[src/rtl/memBusPkg.sv]
`default_nettype none

package memBusPkg;

    // one RAM cell
    localparam int ByteW = 8;

    // instruction and data words
    localparam int WordW = 32;

    // direction seen by the RAM
    typedef enum logic {
        Read  = 1'b0,
        Write = 1'b1
    } MemRw;

endpackage

`default_nettype wire

[src/rtl/instQueue.sv]
`timescale 1ns/1ps
`default_nettype none

module instQueue #(
    parameter int QueueDepth = 4
) (
    input  logic                        clk,
    input  logic                        rst,
    input  logic                        qFlush,
    input  logic                        qPush,
    input  logic [memBusPkg::WordW-1:0] qPushWord,
    input  logic [memBusPkg::WordW-1:0] qPushPc,
    output logic                        qFree,
    output logic                        instValid,
    output logic [memBusPkg::WordW-1:0] instWord,
    output logic [memBusPkg::WordW-1:0] instPc,
    input  logic                        instReady
);

    localparam int PtrW = $clog2(QueueDepth);

    logic [memBusPkg::WordW-1:0] wordMem [QueueDepth];
    logic [memBusPkg::WordW-1:0] pcMem [QueueDepth];
    logic [PtrW-1:0] wrPtr;
    logic [PtrW-1:0] rdPtr;
    logic [PtrW:0]   count;
    logic            doPush;
    logic            pop;

    assign doPush    = qPush && (count != (PtrW+1)'(QueueDepth));
    assign pop       = instValid && instReady;
    assign instValid = (count != '0);
    assign instWord  = wordMem[rdPtr];
    assign instPc    = pcMem[rdPtr];

    // one slot held back for a fetch already in flight
    assign qFree = (count < (PtrW+1)'(QueueDepth - 1));

    always_ff @(posedge clk) begin
        if (rst || qFlush) begin
            wrPtr <= '0;
            rdPtr <= '0;
            count <= '0;
        end else begin
            if (doPush) begin
                wrPtr <= wrPtr + 1'b1;
            end
            if (pop) begin
                rdPtr <= rdPtr + 1'b1;
            end
            if (doPush && !pop) begin
                count <= count + 1'b1;
            end else if (!doPush && pop) begin
                count <= count - 1'b1;
            end
        end
    end

    always_ff @(posedge clk) begin
        if (doPush && !qFlush) begin
            wordMem[wrPtr] <= qPushWord;
            pcMem[wrPtr]   <= qPushPc;
        end
    end

endmodule

`default_nettype wire

[config.mk]
export PLATFORM = sky130hd
export DESIGN_NAME = instQueue
export DESIGN_NICKNAME = d
export VERILOG_FILES = /design/src/rtl/memBusPkg.sv /design/src/rtl/instQueue.sv
export SDC_FILE = /design/constraint.sdc
export NUM_CORES = 1
export LEC_CHECK = 0
export BUFFER_PORTS_ARGS = -buffer_cell sky130_fd_sc_hd__buf_4
export CAP_MARGIN = 20
export CELL_PAD_IN_SITES_DETAIL_PLACEMENT = 0
export CELL_PAD_IN_SITES_GLOBAL_PLACEMENT = 2
export CORE_MARGIN = 5
export CORE_UTILIZATION = 40
export DETAILED_ROUTE_END_ITERATION = 16
export MAX_ROUTING_LAYER = met4
export PLACE_DENSITY_LB_ADDON = 0.1
export SYNTH_ARGS = -nofsm -noshare
export SYNTH_HDL_FRONTEND = slang
export SYNTH_SLANG_ARGS = --single-unit
[constraint.sdc]
create_clock -name clk -period 5.95 [get_ports clk]
set_clock_uncertainty 0.15 [all_clocks]
set_input_delay 0.8925 -clock clk [delete_from_list [all_inputs] [get_ports clk]]
set_output_delay 0.8925 -clock clk [all_outputs]
set_load 0.02 [all_outputs]
==> impl_metrics.toml <==
[outcome]
run_status = "finished, final reports clean"

[worst_hold_path]
hold_path.class = "reg -> reg"
holdPathStages = 2
worstHoldStart = "wrPtr[0]"

[timing]
setup-tns-final_ns = 0
slew_headroom_pct = 31.8
hold_viol_final = 0
grt_setup_unrepaired = "false"
whs_ns = 0.369
max_freq_ghz = 0.304
worstMarginPinSlew_ns = 1.02
setup_violations = 0
fin_crit_sh_pct = 55.3
finalMaxSlewViolations = 0
timing.final.crit_period_ns = 3.29
setup_slack_ns = 2.66

[power]
p_leak_nw = 3.98
vdd_drop_max_v = 0.000224
design_power_total_mw = 3.96
p_per_area_nw_per_um2 = 330

[placement]
dp_hpwl_mm = 10.7
dpl-instance-area_um2 = 11100
dp_cells = 838
place_congestion = 0.656
io_buffers = 134
preCtsSetupSlack_ns = 2.52

[logic_synthesis]
synthArstFlopShare_pct = 0
synth_ff_type = "edfxtp_1"
synth_commonest_cells = "edfxtp_1 (256), mux4_2 (60), dfxtp_1 (9)"
yosysWarnings = 0
yosys.area.top_type = "edfxtp_1"
syn_nets = 461
synth_cell_types = 25
ys_top_cells_by_area = "edfxtp_1 (78%), mux4_2 (14%), dfxtp_1 (1.8%)"
synth_cells = 386
synth_top_cell_area_share_pct = 78.5
synth_area_per_cell_um2 = 25.4
yosysMostFrequentCell = "edfxtp_1"
ys_seq_elements = 265
synth_enable_flop_cells = 256
syn-cell-area_um2 = 9790
yosysSeqAreaShare_pct = 80.3

[detailed_routing]
totalWireLength_mm = 18.4
via_count = 4424
via_per_inst = 4.97
firstDrtPassIters = 4
wire_per_inst_um = 20.7
drt_iter0_markers = 318
antenna_left = 0
drc = 0

[clocking]
postCtsHoldBufs = 0
path_clk_slew_ns = 0.06
cts_setup_buffers = 0
cts_sinks = 265
cts_buffer_depth = 3
cts_resized = 0
cts_buffers = 29
clockRootBuffer = "clkbuf_16"
insertion_delay_ns = 0.52
h-tree-depth = 1
cts_tree = "built"

[setup_path]
critPathArrivalTime_ns = 2.25
r2r_start = "count[0]"
slowest_stage = "mux4_1"
worstReg2RegEnd = "count[2]"
path_class = "reg -> out"
crit_path_end_kind = "output port"
crit_cells = 3
critical_path.startpoint_type = "register"
crit_path_end = "instWord[31]"
reg2reg_slack_ns = 3.52
cp.required_ns = 4.91
critPathMaxFanout = 36
cpPeakStageDelay_ns = 0.63
crit_buf_inv = 2
crit_family = "multiplexers"
path_cells = "buf_16 -> mux4_1 -> buf_4"
rr_worst_depth = 9

[grt]
grt_pass1_wl_mm = 28.3
grt_usage_pct = 13.5
grt_pass1_vias = 4873
grt_overflow = 0
grt_max_degree = 65
antenna_found_initial = 0

[cells_and_area]
final_layout_size_suffix_gt1_share_pct = 43.8
area_growth_syn_to_layout_pct = 22.5
postLayoutCoreUtil_pct = 49.5
nets = 621
regArea_um2 = 7880
fill_cells = 2014
design_area_um2 = 12000
antenna_cells = 0
multiInputGateArea_um2 = 1760
layoutNonFillerInstCount = 890

[floorplanning]
core_um2 = 24200
die_w_um = 166
fp.dieH_um = 166
initial_utilization_pct = 40.4
die_area_um2 = 27700
rows = 57
ioPinCount = 135

[job]
drv_cap = 0
==> power by group <==
group	switching, mW	internal (mW)
clock	0.643	0.928
sequential	0.0164	2.09
combinational	0.148	0.138
==> layout by cell type (no fill, tap or decap), types with 2 or more instances in the layout <==
| cell type | instances |
|---|---|
| buf_4 | 143 |
| or3_1 | 2 |
| clkbuf_1 | 7 |
| edfxtp_1 | 256 |
| nand3_1 | 2 |
| o21ai_0 | 3 |
| xor2_1 | 4 |
| mux4_2 | 60 |
| clkinv_1 | 8 |
| dfxtp_4 | 2 |
| ha_1 | 5 |
| inv_1 | 5 |
| clkinv_2 | 5 |
| clkbuf_16 | 29 |
| a21oi_1 | 4 |
| dfxtp_1 | 7 |
| mux4_1 | 4 |
| nor3b_2 | 4 |
| nor2_1 | 5 |
==> final cells by class <==
cell class | instances | area share [%]
flip-flops and latches | 265 | 65.6
clock inverters | 15 | 0.771
inverters | 5 | 0.156
repair buffers | 144 | 9.17
clock buffers | 36 | 6.26
multi-input cells | 101 | 14.6
well taps | 324 | 3.38
==> state kept, by name, indices dropped and copies added, names as in the netlist, named ones only <==
signal and count:
rdPtr 2, wrPtr 2, pcMem 128, count 3
wordMem 128
==> layer usage <==
layer	track usage, %	vias up	wire [µm]
li1	-	1972	-
met1	17.7	2312	7990
met2	21.7	110	9170
met3	3.20	30	933
met4	3.45	0	357
met5	-	-	0
==> cell families after synthesis <==
| group | synth area share, % |
|---|---|
| flops | 80.3 |
| xor+xnor | 0.358 |
| compound gates | 0.575 |
| simple gates | 0.996 |
| fa+ha+maj | 0.843 |
| mux | 15.0 |
| buf+inv | 1.93 |
==> worst register-to-register path: cells and delay by family (launching register included) <==
family                   cells  cell delay [ns]
AO/OA/AOI/OAI                1             0.13
XOR/XNOR                     1             0.15
AND/OR/NAND/NOR              3             0.69
flip-flops                   1             0.50
adder cells (fa/ha/maj)      2             0.56
buffers and inverters        2             0.18
==> how the worst min path moves through the flow <==
| stage | to | slack [ns] |
|---|---|---|
| after floorplan | wrPtr[0] | 0.33 |
| after global placement | register | 0.36 |
| after detailed placement | wrPtr[0] | 0.36 |
| after CTS | wrPtr[0] | 0.37 |
| after global routing | pcMem[2][12] | 0.39 |
| final | wrPtr[0] | 0.37 |
Note: power is estimated with default switching activity, not from simulation.
