--- src/rtl/memBusPkg.sv ---
`default_nettype none

package memBusPkg;

    // one RAM cell
    localparam int ByteW = 8;

    // instruction and data words
    localparam int WordW = 32;

    // direction seen by the RAM
    typedef enum logic {
        Read  = 1'b0,
        Write = 1'b1
    } MemRw;

endpackage

`default_nettype wire

--- src/rtl/accessPkg.sv ---
`default_nettype none

package accessPkg;

    // byte count of one access (1, 2 or 4)
    typedef logic [2:0] AccessLen;

    localparam AccessLen LenByte = 3'd1;
    localparam AccessLen LenHalf = 3'd2;
    localparam AccessLen LenWord = 3'd4;

    typedef enum logic {
        Load  = 1'b0,
        Store = 1'b1
    } LoadStore;

    // owner of the RAM while busy
    typedef enum logic [1:0] {
        Idle  = 2'd0,
        RInst = 2'd1,
        RData = 2'd2,
        WData = 2'd3
    } CtrlState;

endpackage

`default_nettype wire

--- src/rtl/memCtrl.sv ---
`timescale 1ns/1ps
`default_nettype none

module memCtrl #(
    parameter int AddrWidth = 17
) (
    input  logic                        clk,
    input  logic                        rst,
    input  logic                        rdy,
    input  logic                        ioFull,

    // fetch client
    input  logic                        fetchEn,
    input  logic [AddrWidth-1:0]        fetchAddr,
    output logic                        fetchDone,
    output logic [memBusPkg::WordW-1:0] fetchWord,

    // data client
    input  logic                        dataEn,
    input  accessPkg::LoadStore         dataLs,
    input  accessPkg::AccessLen         dataLen,
    input  logic [AddrWidth-1:0]        dataAddr,
    input  logic [memBusPkg::WordW-1:0] dataWr,
    output logic                        dataDone,
    output logic [memBusPkg::WordW-1:0] dataRd,

    // RAM side
    output logic [AddrWidth-1:0]        memAddr,
    output memBusPkg::MemRw             memRw,
    output logic [memBusPkg::ByteW-1:0] memWrByte,
    input  logic [memBusPkg::ByteW-1:0] memRdByte
);

    localparam int ByteW = memBusPkg::ByteW;
    localparam int WordW = memBusPkg::WordW;

    accessPkg::CtrlState state;
    accessPkg::AccessLen len;
    logic [2:0]          stage;
    logic [AddrWidth-1:0] baseAddr;
    logic [WordW-1:0]    storeWord;
    logic [WordW-1:0]    asmWord;

    logic       stall;
    logic       lastStage;
    logic [2:0] prevStage;
    logic [2:0] addrOffset;

    assign stall     = !rdy || ioFull;
    assign lastStage = (state != accessPkg::Idle) && (stage == len);
    assign prevStage = stage - 3'd1;

    // a stalled cycle re-reads the byte still owed to the word register
    assign addrOffset = stall ? prevStage : stage;
    assign memAddr    = baseAddr + AddrWidth'(addrOffset);

    assign memRw = (state == accessPkg::WData && !lastStage && !stall) ?
                   memBusPkg::Write : memBusPkg::Read;
    assign memWrByte = storeWord[ByteW*stage[1:0] +: ByteW];

    // the last byte arrives from the RAM in the done cycle
    assign fetchDone = (state == accessPkg::RInst) && lastStage && !stall;
    assign dataDone  = (state == accessPkg::RData || state == accessPkg::WData) &&
                       lastStage && !stall;
    assign fetchWord = {memRdByte, asmWord[WordW-ByteW-1:0]};

    // zero-extended by access length
    always_comb begin
        case (len)
            accessPkg::LenByte: begin
                dataRd = {{(WordW-ByteW){1'b0}}, memRdByte};
            end
            accessPkg::LenHalf: begin
                dataRd = {{(WordW-2*ByteW){1'b0}}, memRdByte, asmWord[ByteW-1:0]};
            end
            default: begin
                dataRd = {memRdByte, asmWord[WordW-ByteW-1:0]};
            end
        endcase
    end

    always_ff @(posedge clk) begin
        if (rst) begin
            state <= accessPkg::Idle;
            stage <= 3'd0;
        end else if (!stall) begin
            case (state)
                accessPkg::Idle: begin
                    // data has priority over fetch
                    if (dataEn) begin
                        state <= (dataLs == accessPkg::Store) ?
                                 accessPkg::WData : accessPkg::RData;
                        stage <= 3'd0;
                    end else if (fetchEn) begin
                        state <= accessPkg::RInst;
                        stage <= 3'd0;
                    end
                end
                default: begin
                    if (lastStage) begin
                        state <= accessPkg::Idle;
                    end else begin
                        stage <= stage + 3'd1;
                    end
                end
            endcase
        end
    end

    // request payload and assembled bytes
    always_ff @(posedge clk) begin
        if (!stall) begin
            if (state == accessPkg::Idle) begin
                if (dataEn) begin
                    baseAddr  <= dataAddr;
                    len       <= dataLen;
                    storeWord <= dataWr;
                end else begin
                    baseAddr <= fetchAddr;
                    len      <= accessPkg::LenWord;
                end
            end else if (stage != 3'd0 && !lastStage) begin
                asmWord[ByteW*prevStage[1:0] +: ByteW] <= memRdByte;
            end
        end
    end

endmodule

`default_nettype wire

--- config.mk ---
export PLATFORM = sky130hd
export DESIGN_NAME = memCtrl
export DESIGN_NICKNAME = d
export VERILOG_FILES = /design/src/rtl/memBusPkg.sv /design/src/rtl/accessPkg.sv /design/src/rtl/memCtrl.sv
export SDC_FILE = /design/constraint.sdc
export NUM_CORES = 1
export LEC_CHECK = 0
export ABC_AREA = 0
export BUFFER_PORTS_ARGS = -buffer_cell sky130_fd_sc_hd__clkbuf_2
export CORE_ASPECT_RATIO = 0.7
export CORE_MARGIN = 3
export CORE_UTILIZATION = 45
export DETAILED_ROUTE_END_ITERATION = 10
export PLACE_DENSITY = 0.82
export RECOVER_POWER = 25
export REMOVE_ABC_BUFFERS = 1
export SLEW_MARGIN = 15
export SYNTH_ARGS = -nofsm -noshare
export SYNTH_HDL_FRONTEND = slang
export SYNTH_SLANG_ARGS = --single-unit
export TNS_END_PERCENT = 100
--- constraint.sdc ---
create_clock -name clk -period 3.4 [get_ports clk]
set_input_delay 0.51 -clock clk [delete_from_list [all_inputs] [get_ports clk]]
set_output_delay 0.51 -clock clk [all_outputs]
set_load 0.005 [all_outputs]
==> reports/results.tsv <==
stage	metric	value	unit
cells_and_area	fin nets	586	
critical_path	CP most frequent cell	inv_1	
critical_path	slowest CP cell	fa_1	
timing	period utilization	95.9	%
critical_path	worst-path cell chain	inv_1 -> ha_1 -> nand2_1 -> a21boi_1 -> inv_1 -> fa_1 -> nor2b_2 -> o211a_4 -> nand4_1 -> xnor2_1 -> clkbuf_2	
yosys	Post-Synthesis Cells	319	
floorplan	# rows	29	
critical_path	Slowest Stage Delay on Critical Path	0.45	ns
cells_and_area	share of layout cells above drive strength 1	44.0	%
cells_and_area	Area Overhead vs Synth	29.5	%
yosys	Synth cell types	46	
floorplan	Die Wd	123	microns
power	clock share of power	43.5	%
power	Gate power share	10.1	%
floorplan	Core ar.	9180	sq um
critical_path	Max FO, Critical Path	6	
grt	largest net degree at the start of global routing	33	
yosys	async set-or-reset flop fraction in the synthesized netlist	0	%
yosys	post-synthesis sequential area ratio	55.6	%
timing	maximum clock rate	307	MHz
cells_and_area	fin cells	619	
floorplan	Chip Height	87.7	microns
timing	Layout Skew	0.00590	ns
drt	Via Count	3085	
worst_hold_path	HP Start	dataWr[2]	
placement	RD Place Congestion	0.829	
drt	1st-iter DRT viols	92	
drt	Vias/cell	4.98	
critical_path	crit path capture type	output pin	
worst_hold_path	Worst Hold Class	in -> reg	
grt	GR Overflow Total	0	
placement	DP Cell Count	604	
timing	worst-margin pin slew	1.17	ns
yosys	Post-synth EDFFs	76	
worst_hold_path	WHS Path Cells	1	
drt	antenna-violating nets left	0	
grt	vias in the first global route	3039	
critical_path	worst endpoint data arrival time	2.75	ns
grt	first-pass GRT wire length	15100	microns
cts	CTS buffer count	9	
drt	DRC violations left	0	
cts	CTS tree	built	
timing	relative slew slack	22.2	%
timing	Setup-failing EPs final	0	
cts	H-tree depth	3	
cts	CTS sink cnt	81	
power	Sw Pwr	504	uW
timing	Hold Fails Final Rpt	0	
cts	worst skew pair latency	0.34	ns
critical_path	Worst R2R Setup Slack	1.15	ns
cts	CTS max path bufs	2	
yosys	count of warnings emitted by yosys	0	
cts	Worst-path clk slew	0.06	ns
drt	Routed WL per cell	15.9	microns
drt	Pre-antenna DRT Iters	4	
timing	Final Critical Period	3.26	ns
yosys	syn_area_per_cell	13.4	sq um
yosys	Post-synth top flop	edfxtp_1	
cts	CTS root buf	clkbuf_16	
placement	Setup Slack @ Placement	0.256	ns
worst_hold_path	end point of the worst hold path	storeWord[2]	
placement	Port Buffers	175	
power	Pint	1960	uW
critical_path	Worst setup SP type	flop	
critical_path	Worst Reg-to-Reg Cells	4	
critical_path	Top Family by Delay on Critical Path	adder cells	
critical_path	CP required	2.89	ns
drt	final WL	9820	microns
cts	CTS Hold Bufs	0	
placement	Post-DP HPWL	7710	microns
job	max cap viols	0	
timing	Worst Slack Setup Final	0.140	ns
yosys	mapped cell area	4290	sq um
power	sw frac	20.5	%
floorplan	Ports	176	
run_status	outcome	complete, no violations	
timing	Final Max Slew Viols	0	
power	Sequential Power Share	46.4	%
critical_path	Worst R2R Start	len[0]	
critical_path	crit path buf inv count	3	
power	worst vdd ir	0.403	mV
yosys	FF+latch count, synth	81	
power	Pwr per Cell Area	443	nW/um^2
cells_and_area	diode count	0	
grt	All-Layer GR Usage	18.5	%
power	Pleak	0.00233	uW
floorplan	initial core utilization	46.7	%
critical_path	worst reg2reg endpoint	asmWord[2]	
critical_path	Crit Path Class	reg -> out	
floorplan	full die area	10800	sq um
grt	initial antenna violation count	0	
[layout make-up]
| type | instances | area, sq um |
|---|---|---|
| clock buffer | 9 | 225 |
| clock inverter | 6 | 108 |
| fill | 744 | 3630 |
| inverter | 11 | 41.3 |
| multi-input combinational | 209 | 1750 |
| sequential | 81 | 2380 |
| tap | 124 | 155 |
| timing repair buffer | 179 | 891 |
[sequential cells by signal (all words and copies together), names as in the netlist]
name / count
asmWord: 24
baseAddr: 17
len: 3
stage: 3
state: 2
storeWord: 32
[worst reg2reg max path, cell delays in order, from the launching register on]
cell,delay [ns]
edfxtp_1,0.62
xor2_1,0.45
o311ai_1,0.22
a21oi_1,0.24
and2_1,0.38
[power by group through the flow]
stage | combinational [uW] | sequential [uW] | clock [uW]
floorplan | 117 | 1160 | 0
global placement | 242 | 1160 | 0
detailed placement | 249 | 1160 | 0
CTS | 251 | 1140 | 1100
global route | 277 | 1140 | 1140
finish | 248 | 1140 | 1070
[stage by stage]
stage               TNS, ns  cell area [sq um]  utilization, %  total power (uW)  hold slack [ns]
finish                    0               5550            60.5              2460            0.348
global route        -0.0826               5550            60.5              2560            0.327
CTS                       0               5560            60.5              2490            0.332
detailed placement        0               5230            56.9              1410            0.513
global placement          0               5230            56.9              1400            0.481
floorplan                 0               4160               -              1270            0.458
[how the worst max path moves through the flow]
stage / end / start / depth (start not counted)
floorplan: memAddr[12] / stage[0] / 10
global placement: memAddr[12] / rdy / 11
detailed placement: memAddr[16] / rdy / 11
CTS: memAddr[16] / stage[0] / 11
global route: memAddr[16] / stage[0] / 11
finish: memAddr[16] / stage[0] / 11
[kinds of logic (layout without fill, tap and decap cells)]
group	after synthesis	count (layout)	synth area share [%]
buffers and inverters	29	205	3.91
AOI/OAI and AO/OA	33	33	4.61
and+or+nand+nor	110	110	15.2
xor gates and xnor gates	21	21	4.90
adders and majority gates	11	11	3.38
DFF	81	81	55.6
muxes	34	34	12.4
[cells in the mapped netlist, types with 6 or more instances]
| cell | instances | area, sq um |
|---|---|---|
| ha_1 | 10 | 125 |
| buf_4 | 9 | 67.6 |
| xnor2_1 | 16 | 140 |
| nand2_1 | 21 | 78.8 |
| edfxtp_1 | 76 | 2280 |
| a21oi_1 | 13 | 65.1 |
| mux2_4 | 8 | 120 |
| nor2b_1 | 27 | 169 |
| inv_1 | 11 | 41.3 |
| and3_1 | 6 | 37.5 |
| mux4_1 | 8 | 210 |
| nand3_1 | 7 | 35.0 |
| mux2_2 | 18 | 203 |
| and2_1 | 30 | 188 |
[placed cells by master, fill, tap and decap left out, types with 2 or more instances in the layout]
cell       synthesis  routed
a21oi_1           13      13
and2_1            30      29
and3_1             6       6
buf_4              9       4
bufinv_16          0       3
clkbuf_1           3      12
clkbuf_16          0       9
clkbuf_2           0     163
dfxtp_1            5       5
edfxtp_1          76      76
ha_1              10      10
inv_1             11      11
mux2_2            18      18
mux2_4             8       8
mux4_1             8       8
nand2_1           21      21
nand3_1            7       7
nand4_1            3       3
nor2_2             1       2
nor2b_1           27      26
nor3_1             3       3
o21ai_0            5       5
o21ai_1            5       5
o31a_1             2       2
o31ai_1            3       3
xnor2_1           16      16
xor2_1             3       3
[per-layer routing]
layer / routed length [microns] / vias up / global-route usage, %
met1: 4140 / 1450 / 23.2
li1: - / 1501 / -
met2: 4730 / 115 / 30.1
met3: 784 / 19 / 7.42
met5: 0 / - / 0
met4: 167 / 0 / 5.08
[what timing repair did]
action / 4_1_cts / 5_1_grt
gates resized for setup: 1 / 2
buffers inserted: 0 / 0
pin swaps: 0 / 0
setup endpoints to repair: 1 / 6
No activity file was read; power rests on OpenSTA's default activity.
