**config.mk**
```make
export PLATFORM = sky130hd
export DESIGN_NAME = instFetch
export DESIGN_NICKNAME = d
export VERILOG_FILES = /design/src/rtl/memBusPkg.sv /design/src/rtl/instFetch.sv
export SDC_FILE = /design/constraint.sdc
export NUM_CORES = 1
export LEC_CHECK = 0
export BUFFER_PORTS_ARGS = -buffer_cell sky130_fd_sc_hd__buf_2
export CELL_PAD_IN_SITES_DETAIL_PLACEMENT = 1
export CELL_PAD_IN_SITES_GLOBAL_PLACEMENT = 1
export CORE_ASPECT_RATIO = 1.5
export CORE_MARGIN = 2
export CORE_UTILIZATION = 30
export CTS_CLUSTER_SIZE = 30
export DETAILED_ROUTE_END_ITERATION = 16
export PLACE_DENSITY_LB_ADDON = 0.1
export SYNTH_ARGS = -nofsm -noshare
export SYNTH_HDL_FRONTEND = slang
export SYNTH_SLANG_ARGS = --single-unit
```
**constraint.sdc**
```tcl
create_clock -name clk -period 1.95 [get_ports clk]
set_input_delay 0.0975 -clock clk [delete_from_list [all_inputs] [get_ports clk]]
set_output_delay 0.0975 -clock clk [all_outputs]
set_load 0.01 [all_outputs]
```
**src/rtl/memBusPkg.sv**
```systemverilog
`default_nettype none

package memBusPkg;

    // one RAM cell
    localparam int ByteW = 8;

    // instruction and data words
    localparam int WordW = 32;

    // direction seen by the RAM
    typedef enum logic {
        Read  = 1'b0,
        Write = 1'b1
    } MemRw;

endpackage

`default_nettype wire

```
**src/rtl/instFetch.sv**
```systemverilog
`timescale 1ns/1ps
`default_nettype none

module instFetch #(
    parameter int          AddrWidth = 17,
    parameter int unsigned BootAddr  = 0
) (
    input  logic                        clk,
    input  logic                        rst,
    input  logic                        redirectEn,
    input  logic [AddrWidth-1:0]        redirectPc,
    output logic                        fetchEn,
    output logic [AddrWidth-1:0]        fetchAddr,
    input  logic                        fetchDone,
    input  logic [memBusPkg::WordW-1:0] fetchWord,
    input  logic                        qFree,
    output logic                        qPush,
    output logic [memBusPkg::WordW-1:0] qPushWord,
    output logic [memBusPkg::WordW-1:0] qPushPc,
    output logic                        qFlush
);

    logic [AddrWidth-1:0] pc;
    logic [AddrWidth-1:0] nextPc;
    logic [AddrWidth-1:0] reqAddr;
    logic                 reqActive;
    logic                 discard;
    logic                 issue;

    // a word fetched before a redirect never reaches the queue
    assign qPush     = fetchDone && !discard && !redirectEn;
    assign qPushWord = fetchWord;
    assign qPushPc   = memBusPkg::WordW'(reqAddr);
    assign qFlush    = redirectEn;

    assign fetchEn   = reqActive;
    assign fetchAddr = reqAddr;

    assign nextPc = redirectEn ? redirectPc :
                    qPush      ? pc + AddrWidth'(4) : pc;

    // qFree keeps a slot for the word returning in this cycle
    assign issue = (!reqActive || fetchDone) && qFree && !redirectEn;

    always_ff @(posedge clk) begin
        if (rst) begin
            pc        <= AddrWidth'(BootAddr);
            reqActive <= 1'b0;
            discard   <= 1'b0;
        end else begin
            pc <= nextPc;
            if (issue) begin
                reqActive <= 1'b1;
            end else if (fetchDone) begin
                reqActive <= 1'b0;
            end
            // the controller cannot abort, so wait out the old fetch
            if (fetchDone) begin
                discard <= 1'b0;
            end else if (redirectEn && reqActive) begin
                discard <= 1'b1;
            end
        end
    end

    always_ff @(posedge clk) begin
        if (issue) begin
            reqAddr <= nextPc;
        end
    end

endmodule

`default_nettype wire

```
==> results of run 1 <==
[logic make-up after synthesis]
logic type	after synthesis	synth area share [%]
AOI/OAI and AO/OA	24	7.35
xor gates and xnor gates	8	3.29
adders and majority gates	1	0.588
buffers and inverters	74	24.9
DFF	36	41.9
muxes	6	3.12
other	1	0.176
and+or+nand+nor	72	18.7
[metal layers]
layer / wire, µm / track usage, % / up-vias / part of all wire (%)
li1: - / - / 721 / -
met1: 1720 / 13.5 / 711 / 38
met2: 2530 / 22.9 / 56 / 55
met3: 238 / 2.44 / 8 / 5.2
met4: 95 / 6.35 / 0 / 2.1
met5: 0 / 0 / - / 0
[timing repair]
item,in CTS,in global routing
gates resized for setup,0,2
endpoints found under the setup margin,0,1
buffers inserted,0,0
hold buffers,0,0
[power groups by stage]
stage | clock (W) | sequential, W | combinational, W
2_1_floorplan | 0 | 0.000900 | 0.000243
3_3_place_gp | 0 | 0.000895 | 0.000234
3_5_place_dp | 0 | 0.000896 | 0.000234
4_1_cts | 0.000746 | 0.000879 | 0.000235
5_1_grt | 0.000771 | 0.000886 | 0.000259
6_report | 0.000718 | 0.000878 | 0.000230
[worst max-delay path, cell delays in order (launching register included)]
cell       delay [ns]
dfxtp_1          0.42
ha_1             0.19
nand4bb_1        0.21
nor4_2           0.33
mux2_1           0.37
nor2_1           0.10
[state kept, by name (all words and copies together) (netlist names)]
signal / flops
fetchEn: 1
pc: 17
discard: 1
fetchAddr: 17
[per-stage QoR]
step                hold WS, ns  worst slack [ns]  power, W  util (%)  instance area [µm²]
floorplan                 0.177             0.400   0.00114         -                 2180
global placement          0.195             0.253   0.00113      30.5                 2090
detailed placement        0.195             0.196   0.00113      30.5                 2090
CTS                      0.0539             0.182   0.00186      32.4                 2220
global route             0.0762            0.0275   0.00192      32.5                 2230
finish                   0.0682             0.192   0.00183      32.5                 2230
[cell type report]
cell class	count	area share, %
Clock buffer	7	4.32
Clock inverter	1	1.35
Inverter	2	0.337
Multi-Input combinational cell	126	34.6
Sequential cell	36	40.0
Tap cell	78	4.38
Timing Repair Buffer	64	15.0
[worst max path at each step]
stage	from	to	slack, ns
after floorplan	pc[2]	fetchAddr[14]	0.40
after global placement	pc[2]	fetchAddr[16]	0.25
after detailed placement	pc[2]	fetchAddr[14]	0.20
after CTS	pc[2]	fetchAddr[14]	0.18
after global routing	pc[3]	pc[16]	0.03
final	pc[2]	fetchAddr[16]	0.19
[placed cells by master, fill, tap and decap left out, types with 3 or more instances in the layout]
cell type,synthesis,final
nand2_1,8,8
edfxtp_1,17,17
clkbuf_8,0,7
buf_2,1,58
nor2_1,19,19
nand3_1,5,5
nand4_1,8,8
buf_4,65,6
a211oi_1,5,5
nor2b_1,9,9
nand4bb_1,3,3
a21oi_1,10,10
mux2_2,3,3
dfxtp_1,19,19
nor3_1,7,7
conb_1,1,15
xnor2_1,6,6
==> results.json, run 1 <==
{
  "track_usage_pct": 12.6,
  "dieArea_um2": 7800,
  "die_w_um": 72.8,
  "grt_max_degree": 27,
  "grt-ovfl-total": 0,
  "worstSkewPairLatency_ns": 0.29,
  "clock_sinks": 36,
  "final_cells": 314,
  "grt_pass1_wl_um": 7490,
  "synthTopCellsByArea": "edfxtp_1 (24%), buf_4 (23%), dfxtp_1 (18%), nor2_1 (3.4%), nor2b_1 (2.6%)",
  "clock_tree.buffer_depth": 2,
  "powerDensity_nw_per_um2": 819,
  "finalWeightedCongestion": 0.801,
  "placementRows": 37,
  "layout-drive-gt1-share_pct": 34.3,
  "rsz0062_at_grt": "no",
  "maxSlewHeadroom_pct": 40.6,
  "antenna_found_initial": 0,
  "yosysTopAreaCellShare_pct": 24.0,
  "die_h_um": 107,
  "vias": 1496,
  "drc_errors": 0,
  "hpwl_um": 3390,
  "pwr-share-comb_pct": 12.6,
  "drt_first_pass_iters": 4,
  "worstReg2RegStart": "pc[2]",
  "seqPwrFrac_pct": 48.1,
  "endpoint_kind": "flip-flop",
  "synth.distinct_cells": 40,
  "critPathKind": "reg -> reg",
  "async_reset_ff_share_pct": 0,
  "grt_pass1_vias": 1531,
  "synth_area_um2": 2130,
  "wl_um": 4580,
  "worstMarginPinSlew_ns": 0.892,
  "setup_viol_count_final": 0,
  "seqCellArea_um2": 891,
  "fin_crit_ns": 1.76,
  "synth_edf_count": 17,
  "placed_cells": 306,
  "synthFlopType": "dfxtp_1",
  "p_leak_nw": 0.891,
  "cp.arrival_ns": 1.91,
  "crit_required_ns": 2.10,
  "synth_area_per_cell_um2": 9.59,
  "max_freq_mhz": 569,
  "hold_path_class": "in -> reg",
  "finalSetupTns_ns": 0,
  "start_kind": "flip-flop",
  "r2r-end": "fetchAddr[16]",
  "multi_input_area_um2": 772,
  "final_antenna_net_count": 0,
  "path_clk_slew_ns": 0.07,
  "worstPathMaxFanout": 5,
  "switching_power_w": 0.000434,
  "final-max-slew-violation-count": 0,
  "power_frac_clock_pct": 39.3,
  "synth_area_leader_cell": "edfxtp_1",
  "yosys_warnings": 0,
  "synth_seq_cells": 36,
  "fillers": 819,
  "fin_crit_sh_pct": 90.2,
  "synth_common_cells": "buf_4 (65), dfxtp_1 (19), nor2_1 (19), edfxtp_1 (17), a21oi_1 (10)",
  "areaGrowthSynthToFinish_pct": 4.76,
  "irDropWorstVdd_v": 0.000262,
  "min_path_cells": 2,
  "drt-vias-per-instance": 4.76,
  "hold_violations": 0,
  "start_util_pct": 31.1,
  "cts_made_buffers": 5,
  "ios": 138,
  "ff2ff_path_depth": 5,
  "antenna_cells_inserted": 0,
  "fin_skew_ns": 0.00583,
  "nets": 290,
  "rrSetupSlack_ns": 0.19,
  "cts_tree": "done",
  "wl_per_cell_um": 14.6,
  "min_from": "fetchDone",
  "cap_violations": 0,
  "h-tree-depth": 2,
  "core_um2": 6850,
  "first_iter_violations": 73,
  "p_int_w": 0.00139,
  "yosysSeqAreaShare_pct": 41.9,
  "root_buffer": "clkbuf_8",
  "min_to": "discard",
  "netSwitchingFraction_pct": 23.8,
  "outcome": "complete, no violations",
  "yosysMostFrequentCell": "buf_4",
  "numPortBuffers": 58,
  "synth_cells": 222
}
(Power assumes the default switching activity.)
==> run 2: changes to the inputs <==
Settings changed: GPL_TIMING_DRIVEN set to 0.
==> run 2 against run 1 <==
- first-iteration DRC count down 89%
- register-to-register slack worse by 0.07 ns
- sequential cell count unchanged
- clock power down 31%
- sequential power up 0.5%
- sequential share of layout area fell by 8.2 points
- core utilization up 8.3 points
- non-clock buffer count rose by 96
- critical path type unchanged
==> results.json, run 2 (synthesis results as in run 1) <==
{
  "cap_violations": 0,
  "postCtsSetupBuffers": 0,
  "p_leak_nw": 1.30,
  "drt-vias-per-instance": 4.53,
  "powerDensity_nw_per_um2": 624,
  "worstMarginPinSlew_ns": 0.882,
  "cts_hold_buf": 0,
  "final-max-slew-violation-count": 0,
  "ios": 138,
  "antenna_cells_inserted": 0,
  "first_iter_violations": 8,
  "final_antenna_net_count": 0,
  "max_freq_mhz": 546,
  "cts_resized": 0,
  "maxSlewHeadroom_pct": 41.2,
  "track_usage_pct": 12.9,
  "outcome": "complete, no violations",
  "final_cells": 410,
  "rrSetupSlack_ns": 0.12,
  "design_area_um2": 2800,
  "placed_cells": 402,
  "hold_violations": 0,
  "p_total_w": 0.00175,
  "grt_pass1_vias": 1710,
  "setup_viol_count_final": 0,
  "start_kind": "flip-flop",
  "irDropWorstVdd_v": 0.000301,
  "clock_sinks": 36,
  "final_cell_mix": "buf_2 (89), buf_4 (65), nor2_1 (19), dfxtp_1 (19), edfxtp_1 (17)",
  "layout-drive-gt1-share_pct": 50.9,
  "cts_tree": "done",
  "grt_pass1_wl_um": 7800,
  "worstSkewPairLatency_ns": 0.28,
  "start_util_pct": 31.1,
  "drt_first_pass_iters": 4,
  "h-tree-depth": 2,
  "wl_per_cell_um": 12.6,
  "numPortBuffers": 88,
  "die_w_um": 72.8,
  "cts_made_buffers": 5,
  "grt-ovfl-total": 0,
  "slowest_stage": "dfxtp_1",
  "final_common_cell": "buf_2",
  "finalWeightedCongestion": 0.823,
  "fin_skew_ns": 0.00514,
  "critPathKind": "reg -> reg",
  "dieArea_um2": 7800,
  "rsz0062_at_grt": "no",
  "final_util_pct": 40.9,
  "fin_crit_ns": 1.83,
  "core_um2": 6850,
  "placementRows": 37,
  "fin_crit_sh_pct": 93.9,
  "nets": 386,
  "path_clk_slew_ns": 0.07,
  "clock_tree.buffer_depth": 2,
  "hpwl_um": 4160,
  "wl_um": 5160,
  "hold_path_class": "in -> reg",
  "root_buffer": "clkbuf_8",
  "antenna_found_initial": 0,
  "dpl_cell_area_um2": 2720,
  "die_h_um": 107,
  "drc_errors": 0,
  "crit_required_ns": 2.09,
  "grt_max_degree": 18,
  "areaGrowthSynthToFinish_pct": 31.6,
  "endpoint_kind": "flip-flop",
  "vias": 1857,
  "cp_cell_sequence": "ha_1, nand4bb_1, nor4_1, mux2_1, nor2_1",
  "slowest_delay_ns": 0.44,
  "worstPathMaxFanout": 5,
  "cp.arrival_ns": 1.97
}
==> run 2: stage by stage <==
stage               setup WS [ns]  hold slack (ns)  setup TNS [ns]
detailed placement         -0.203            0.363           -3.42
floorplan                   0.400            0.177               0
global route              0.00847           0.0796               0
finish                      0.119           0.0631               0
global placement           -0.216            0.357           -3.64
CTS                        0.0963           0.0530               0
==> run 2: cell type report <==
type | instances | area (µm²)
plain buffers | 72 | 523
clock buffers | 5 | 68.8
clock inverters | 3 | 13.8
fillers | 868 | 4050
inverters | 2 | 7.51
multi-input cells | 126 | 759
flip-flops and latches | 36 | 891
well taps | 78 | 97.6
repair buffers | 88 | 440
==> run 2: metal layers <==
layer / vias up / GRT usage (%) / share of wire [%]
met5: - / 0 / 0
met4: 0 / 4.76 / 1.4
met1: 854 / 13.5 / 37
li1: 913 / - / -
met2: 84 / 24.7 / 54
met3: 6 / 2.07 / 8.0
==> run 2: power by group <==
part	leakage, nW	internal (W)	switching, W
sequential	0.318	0.000843	0.0000388
clock	0.0453	0.000242	0.000254
combinational	0.936	0.000196	0.000173
total	1.30	0.00128	0.000466
==> run 2: critical path, delay by kind of cell, from the launching register on <==
| family | cells | cell delay (ns) |
|---|---|---|
| adder cells (fa/ha/maj) | 1 | 0.20 |
| AND/OR/NAND/NOR | 3 | 0.67 |
| flip-flops | 1 | 0.44 |
| multiplexers | 1 | 0.38 |
==> run 2: final timing paths <==
kind              startpoint  cells after the start            end
hold reg to reg      fetchEn                      2        fetchEn
hold / removal     fetchDone                      2        discard
setup reg to reg       pc[2]                      5  fetchAddr[16]
setup / recovery       pc[2]                      5  fetchAddr[16]
